===== config.mk =====
export PLATFORM = sky130hd
export DESIGN_NAME = eeprom_top
export DESIGN_NICKNAME = d
export VERILOG_FILES = /design/src/common/eeprom_pkg.sv /design/src/common/bit_link_if.sv /design/src/eeprom_master/eeprom_bit_engine.sv /design/src/eeprom_master/eeprom_seq.sv /design/src/hdl/eeprom_top.sv
export SDC_FILE = /design/constraint.sdc
export NUM_CORES = 1
export LEC_CHECK = 0
export ABC_AREA = 1
export BUFFER_PORTS_ARGS = -buffer_cell sky130_fd_sc_hd__buf_2
export CELL_PAD_IN_SITES_DETAIL_PLACEMENT = 1
export CELL_PAD_IN_SITES_GLOBAL_PLACEMENT = 1
export CORE_MARGIN = 3
export CORE_UTILIZATION = 42
export CTS_CLUSTER_DIAMETER = 40
export DETAILED_ROUTE_END_ITERATION = 10
export PLACE_DENSITY = 0.88
export SLEW_MARGIN = 5
export SYNTH_ARGS = -nofsm -noshare
export SYNTH_HDL_FRONTEND = slang
export SYNTH_SLANG_ARGS = --single-unit
export TNS_END_PERCENT = 50

===== constraint.sdc =====
create_clock -name CLK -period 2.6 [get_ports CLK]
set_input_delay 0.26 -clock CLK [delete_from_list [all_inputs] [get_ports CLK]]
set_output_delay 0.26 -clock CLK [all_outputs]
set_load 0.02 [all_outputs]

===== src/common/eeprom_pkg.sv =====
package eeprom_pkg;

    localparam int ADDR_W = 11;  // 2K bytes
    localparam int DATA_W = 8;

    // fixed prefix of every control byte
    localparam logic [3:0] DEVICE_CODE = 4'b1010;

    // commands from the sequencer to the bit engine
    typedef enum logic [1:0] {
        BC_START,  // also used as repeated start
        BC_STOP,
        BC_WRITE,  // 8 bits out, slave ack in
        BC_READ    // 8 bits in, master nack out
    } bit_cmd_e;

    typedef enum logic [3:0] {
        S_IDLE,
        S_START,
        S_CTRL_W,
        S_ADDR,
        S_DATA,
        S_RSTART,
        S_CTRL_R,
        S_READ,
        S_STOP,
        S_DONE
    } seq_state_e;

endpackage


===== src/common/bit_link_if.sv =====
interface bit_link_if;
    import eeprom_pkg::*;

    bit_cmd_e            cmd;
    logic                go;       // one cycle, only when nothing outstanding
    logic [DATA_W-1:0]   tx_byte;
    logic [DATA_W-1:0]   rx_byte;  // valid with done
    logic                done;
    logic                nack;     // valid with done after BC_WRITE

    modport seq (
        output cmd,
        output go,
        output tx_byte,
        input  rx_byte,
        input  done,
        input  nack
    );

    modport engine (
        input  cmd,
        input  go,
        input  tx_byte,
        output rx_byte,
        output done,
        output nack
    );

endinterface


===== src/eeprom_master/eeprom_bit_engine.sv =====
module eeprom_bit_engine #(
    parameter int SCL_HALF = 4
) (
    input  logic       CLK,
    input  logic       RESET,
    input  logic       sda_in,
    output logic       scl,
    output logic       sda_low,
    bit_link_if.engine link
);
    import eeprom_pkg::*;

    localparam int             CNT_W    = $clog2(SCL_HALF);
    localparam logic [CNT_W-1:0] CNT_MID  = CNT_W'(SCL_HALF / 2 - 1);
    localparam logic [CNT_W-1:0] CNT_LAST = CNT_W'(SCL_HALF - 1);

    logic              active;
    bit_cmd_e          cmd_q;
    logic [CNT_W-1:0]  cnt;       // cycle within a half period
    logic [4:0]        half;      // half period within the command
    logic [DATA_W-1:0] sh;
    logic              done_q;
    logic              nack_q;
    logic              at_mid;
    logic              at_last;
    logic              is_byte;
    logic              last_half;
    logic              high_half;
    logic              data_bit;  // low for the ack slot

    assign at_mid    = active && (cnt == CNT_MID);
    assign at_last   = active && (cnt == CNT_LAST);
    assign is_byte   = (cmd_q == BC_WRITE) || (cmd_q == BC_READ);
    assign last_half = is_byte ? (half == 5'd17) : (half == 5'd1);
    assign high_half = half[0];
    assign data_bit  = (half[4:1] != 4'd8);

    assign link.done    = done_q;
    assign link.rx_byte = sh;
    assign link.nack    = nack_q;

    always_ff @(posedge CLK)
    begin
        if (RESET)
        begin
            active  <= 1'b0;
            cnt     <= '0;
            half    <= '0;
            scl     <= 1'b1;   // bus idle
            sda_low <= 1'b0;
            done_q  <= 1'b0;
        end
        else
        begin
            done_q <= 1'b0;
            if (!active)
            begin
                if (link.go)
                begin
                    active <= 1'b1;
                    cnt    <= '0;
                    half   <= '0;
                    if (link.cmd == BC_START)
                        sda_low <= 1'b0;  // SDA high before SCL rises
                    else if (link.cmd == BC_STOP)
                        sda_low <= 1'b1;  // SDA low while SCL still low
                end
            end
            else
            begin
                cnt <= at_last ? '0 : cnt + 1'b1;
                if (at_last)
                    half <= half + 5'd1;

                if (is_byte)
                begin
                    // bit data set mid low half
                    if (at_mid && !high_half)
                        sda_low <= (cmd_q == BC_WRITE) && data_bit && !sh[DATA_W-1];
                    if (at_last)
                        scl <= !high_half;
                end
                else
                begin
                    if (at_mid && !high_half)
                        scl <= 1'b1;
                    if (at_mid && high_half)
                        sda_low <= (cmd_q == BC_START);  // the condition itself
                    if (at_last && high_half && cmd_q == BC_START)
                        scl <= 1'b0;
                end

                if (at_last && last_half)
                begin
                    active <= 1'b0;
                    done_q <= 1'b1;
                end
            end
        end
    end

    // shift register and ack sample
    always_ff @(posedge CLK)
    begin
        if (!active && link.go)
        begin
            cmd_q <= link.cmd;
            sh    <= link.tx_byte;
        end
        else if (at_mid && data_bit)
        begin
            if (cmd_q == BC_WRITE && !high_half)
                sh <= {sh[DATA_W-2:0], 1'b0};
            if (cmd_q == BC_READ && high_half)
                sh <= {sh[DATA_W-2:0], sda_in};  // MSB first
        end
        if (at_mid && high_half && !data_bit && cmd_q == BC_WRITE)
            nack_q <= sda_in;
    end

endmodule


===== src/eeprom_master/eeprom_seq.sv =====
module eeprom_seq (
    input  logic                          CLK,
    input  logic                          RESET,
    input  logic                          wr,
    input  logic                          rd,
    input  logic [eeprom_pkg::ADDR_W-1:0] addr,
    input  logic [eeprom_pkg::DATA_W-1:0] wr_data,
    output logic [eeprom_pkg::DATA_W-1:0] rd_data,
    output logic                          ack,
    output logic                          busy,
    output logic                          err,
    bit_link_if.seq                       link
);
    import eeprom_pkg::*;

    seq_state_e        state;
    seq_state_e        next_state;
    logic              pending;     // a bit command is outstanding
    logic              err_q;
    logic              is_read;
    logic              cmd_state;
    logic              accept;
    logic              write_nack;
    logic [ADDR_W-1:0] addr_q;
    logic [DATA_W-1:0] data_q;
    logic [2:0]        page;        // high address bits, go into control byte

    assign page = addr_q[ADDR_W-1:ADDR_W-3];

    assign busy   = (state != S_IDLE) && (state != S_DONE);
    assign ack    = (state == S_DONE);
    assign err    = ack && err_q;
    assign accept = !busy && (wr || rd);

    // one bit command per state
    always_comb
    begin
        cmd_state    = 1'b1;
        link.cmd     = BC_START;
        link.tx_byte = '0;
        case (state)
            S_START, S_RSTART:
                link.cmd = BC_START;
            S_CTRL_W:
            begin
                link.cmd     = BC_WRITE;
                link.tx_byte = {DEVICE_CODE, page, 1'b0};
            end
            S_ADDR:
            begin
                link.cmd     = BC_WRITE;
                link.tx_byte = addr_q[DATA_W-1:0];
            end
            S_DATA:
            begin
                link.cmd     = BC_WRITE;
                link.tx_byte = data_q;
            end
            S_CTRL_R:
            begin
                link.cmd     = BC_WRITE;
                link.tx_byte = {DEVICE_CODE, page, 1'b1};
            end
            S_READ:
                link.cmd = BC_READ;
            S_STOP:
                link.cmd = BC_STOP;
            default:
                cmd_state = 1'b0;  // idle and done issue nothing
        endcase
    end

    assign link.go    = cmd_state && !pending;
    assign write_nack = (link.cmd == BC_WRITE) && link.nack;

    always_comb
    begin
        case (state)
            S_START:  next_state = S_CTRL_W;
            S_CTRL_W: next_state = S_ADDR;
            S_ADDR:   next_state = is_read ? S_RSTART : S_DATA;
            S_DATA:   next_state = S_STOP;
            S_RSTART: next_state = S_CTRL_R;
            S_CTRL_R: next_state = S_READ;
            S_READ:   next_state = S_STOP;
            S_STOP:   next_state = S_DONE;
            default:  next_state = S_IDLE;
        endcase
        if (write_nack)
            next_state = S_STOP;  // no slave, close the bus
    end

    always_ff @(posedge CLK)
    begin
        if (RESET)
        begin
            state   <= S_IDLE;
            pending <= 1'b0;
            err_q   <= 1'b0;
        end
        else
        begin
            if (link.go)
                pending <= 1'b1;
            case (state)
                S_IDLE, S_DONE:
                begin
                    if (accept)
                    begin
                        state <= S_START;
                        err_q <= 1'b0;
                    end
                    else
                        state <= S_IDLE;
                end
                default:
                begin
                    if (link.done)
                    begin
                        pending <= 1'b0;
                        state   <= next_state;
                        if (write_nack)
                            err_q <= 1'b1;
                    end
                end
            endcase
        end
    end

    always_ff @(posedge CLK)
    begin
        if (accept)
        begin
            addr_q  <= addr;
            data_q  <= wr_data;
            is_read <= !wr;  // wr wins over rd
        end
        if (state == S_READ && link.done)
            rd_data <= link.rx_byte;
    end

endmodule


===== src/hdl/eeprom_top.sv =====
module eeprom_top #(
    parameter int SCL_HALF = 4
) (
    input  logic                          CLK,
    input  logic                          RESET,
    input  logic                          wr,
    input  logic                          rd,
    input  logic [eeprom_pkg::ADDR_W-1:0] addr,
    input  logic [eeprom_pkg::DATA_W-1:0] wr_data,
    input  logic                          sda_in,
    output logic [eeprom_pkg::DATA_W-1:0] rd_data,
    output logic                          ack,
    output logic                          busy,
    output logic                          err,
    output logic                          scl,
    output logic                          sda_low
);

    bit_link_if link ();

    eeprom_seq u_seq (
        .CLK     (CLK),
        .RESET   (RESET),
        .wr      (wr),
        .rd      (rd),
        .addr    (addr),
        .wr_data (wr_data),
        .rd_data (rd_data),
        .ack     (ack),
        .busy    (busy),
        .err     (err),
        .link    (link.seq)
    );

    // serial side, open drain on SDA
    eeprom_bit_engine #(
        .SCL_HALF (SCL_HALF)
    ) u_engine (
        .CLK     (CLK),
        .RESET   (RESET),
        .sda_in  (sda_in),
        .scl     (scl),
        .sda_low (sda_low),
        .link    (link.engine)
    );

endmodule

==> summary.md <==
| Metric | Value |
|---|---|
| DIE HEIGHT | `82.9 um` |
| Logic pwr share | `around 29%` |
| CTS Sinks | `56` |
| First-pass GRT wire length | `9340 um` |
| Number of CTS-inserted buffers | `5` |
| Initial antenna violation count | `0` |
| Mapped Nets | `282` |
| Final Hold Fails | `0` |
| Min cycle time layout | `2050 ps` |
| Seq pwr share | `52.8%` |
| Port-buffer cells | `36` |
| Vias in the first global route | `1,928` |
| Hold WS | `118 ps` |
| Syn-to-layout area delta | `13.2%` |
| Worst Hold Class | `in -> reg` |
| Switching pwr | `slightly below 1 mW` |
| Vias | `1,864` |
| EDFF count, synth | `39` |
| Post-synth top area share | `47.2%` |
| Top post-synthesis cells by area | `edfxtp_1 (47%), dfxtp_1 (14%), nand2_1 (9.8%)` |
| Yosys warning count | `0` |
| Postcts setup bufs | `0` |
| Worst VDD drop | `between 0.6 and 0.7 mV` |
| Io pins | `37` |
| Worst-Margin Slew | `~710 ps` |
| Clk Latency, worst-skew pair | `310 ps` |
| Clock skew | `3.06 ps` |
| Clock Power Share | `18.1%` |
| Post-DRT Antenna Nets | `0` |
| Ant diodes | `0` |
| Synth cell count leaders | `nand2_1 (65), edfxtp_1 (39), inv_1 (27)` |
| LEAKAGE | `1.17 nW` |
| Crit path max fanout | `20` |
| Distinct cell type count after synthesis | `30` |
| RSZ-0062 raised after global routing | `no` |
| Final instance count without filler cells | `366` |
| Starting Density | `44.3%` |
| Core area | `5610 sq um` |
| Relative slew margins | `52.5%` |
| Buffer and inverter count on the worst path | `1` |
| DR pass1 iterations | `6` |
| Layout Nets | `321` |
| Critical path's slowest cell | `inv_1` |
| H-tree Lvls | `2` |
| Worst Path Required | `2550 ps` |
| WL/cell | `15.2 um` |
| F_max | `approximately 0.49 GHz` |
| Critical path's largest stage delay | `570 ps` |
| Post-synth top area cell | `edfxtp_1` |
| Setup violators final | `0` |
| Switching Fraction | `36.3%` |
| Design Area, Final | `~2800 sq um` |
| Worst EP arrival | `roughly 2000 ps` |
| Pwr Density | `947 nW/um^2` |
| RePlAce Congestion | `0.790` |
| Cell Area, Synth | `2480 sq um` |
| Max clock buf depth | `2` |
| # hold bufs at CTS | `0` |
| Largest net degree at the start of global routing | `21` |
| Post-synthesis cell count | `around 250` |
| Row Count | `27` |
| DP Area | `2720 sq um` |
| Clock Tree Root | `clkbuf_8` |
| Clock-pin slew on the worst setup and hold paths | `100 ps` |
| Setup Total Neg Slack | `0 ps` |
| Dpl cells | `358` |
| MaxCap Viol Count | `0` |
| Post-synth ARST share | `0%` |
| Final HPWL DP | `4410 um` |
| CP endpoint kind | `flip-flop` |
| CP Launch Type | `flip-flop` |
| Share of the yosys chip area belonging to registers | `60.9%` |
| Filler cells | `684` |
| CTS tree | `yes` |
| Avg Inst Size Synth | `9.77 sq um` |
| # resized after CTS | `0` |
| Ratio of cells with drive above 1 in the final layout | `19.0%` |
| Dominant synthesized flop cell | `edfxtp_1` |
| Grt total ovfl | `0` |
| Vias/cell | `5.09` |
| Critical path type | `reg -> reg` |
| DRT iter0 DRCs | `80` |
| P_int | `1.70 mW` |
| Gr usage total | `16.9%` |
| Die area | `between 6000 and 7000 sq um` |
| Worst-path cell chain | `nand4_1 > nand2_1 > o21ai_0 > inv_1` |
| Flops & latches, synth | `56` |
| Final WL | `5580 um` |
| Most frequent cell after synthesis | `nand2_1` |
| Status | `finished clean` |
| CP delay by family, top | `buffers and inverters` |
| DRC viols | `0` |
| Final Max Slew Viols | `0` |
| Final period utilization | `78.7%` |
| DIE WIDTH | `just over 80 um` |
-- metrics by stage --
stage / total power [mW] / utilization, % / setup WS, ps
6_report: 2.66 / 50.1 / 555
5_1_grt: 2.84 / 50.1 / 291
4_1_cts: 2.68 / 50.1 / 545
3_5_place_dp: 2.20 / 48.5 / 561
3_3_place_gp: 2.12 / 48.5 / 684
2_1_floorplan: 1.97 / - / 812
-- final timing paths --
check / slack, ps / depth (start not counted) / endpoint / from
setup / recovery: 550 / 4 / u_seq.addr_q[4] / u_seq.state[3]
hold / removal: 120 / 1 / u_seq.data_q[7] / wr_data[7]
setup reg to reg: 550 / 4 / u_seq.addr_q[4] / u_seq.state[3]
hold reg to reg: 470 / 0 / u_seq.rd_data[3] / u_engine.link.rx_byte[3]
-- power by group through the flow --
stage,combinational [mW],clock (mW),sequential (mW)
6_report,0.774,0.481,1.41
5_1_grt,0.883,0.530,1.43
4_1_cts,0.781,0.494,1.41
3_5_place_dp,0.775,0,1.43
3_3_place_gp,0.718,0,1.41
2_1_floorplan,0.612,0,1.36
-- logic make-up (layout without fill, tap and decap cells) --
kind of cell	Yosys count	count (layout)	share of synthesized area, %
and+or+nand+nor	121	121	22.1
DFF	56	56	60.9
AOI/OAI and AO/OA	36	36	8.12
buffers and inverters	36	76	6.55
adders and majority gates	4	4	2.02
xor gates and xnor gates	1	1	0.353
-- area by class of cell --
cell class / instances / area [sq um] / area share (%)
clock buffers: 5 / 68.8 / 2.45
flip-flops and latches: 56 / 1510 / 53.8
multi-input cells: 162 / 808 / 28.8
repair buffers: 38 / 195 / 6.95
well taps: 72 / 90.1 / 3.21
clock inverters: 3 / 22.5 / 0.802
inverters: 30 / 113 / 4.01
-- flip-flops by register name (all words and copies together), names as in the netlist, 2 cells and up --
signal / cells
u_seq.addr_q: 11
u_engine.half: 5
u_engine.link.rx_byte: 8
u_seq.rd_data: 8
u_engine.cnt: 2
u_seq.data_q: 8
u_seq.state: 4
u_engine.cmd_q: 2
-- placed cells by master, fill, tap and decap left out, types with 3 or more instances in the layout --
| cell | n |
|---|---|
| a21oi_1 | 13 |
| buf_2 | 36 |
| clkbuf_8 | 5 |
| dfxtp_1 | 17 |
| edfxtp_1 | 39 |
| ha_1 | 4 |
| inv_1 | 27 |
| inv_2 | 3 |
| nand2_1 | 65 |
| nand3_1 | 22 |
| nand4_1 | 6 |
| nor2_1 | 16 |
| nor3_1 | 3 |
| o21ai_0 | 14 |
-- routing by layer --
layer	global-route usage, %	vias up	wire, um
met5	0	-	0
met4	5.65	0	112
met3	3.17	11	203
met2	32.1	35	2960
met1	18.7	880	2300
li1	-	938	-
Power figures use the tool's default switching activity.
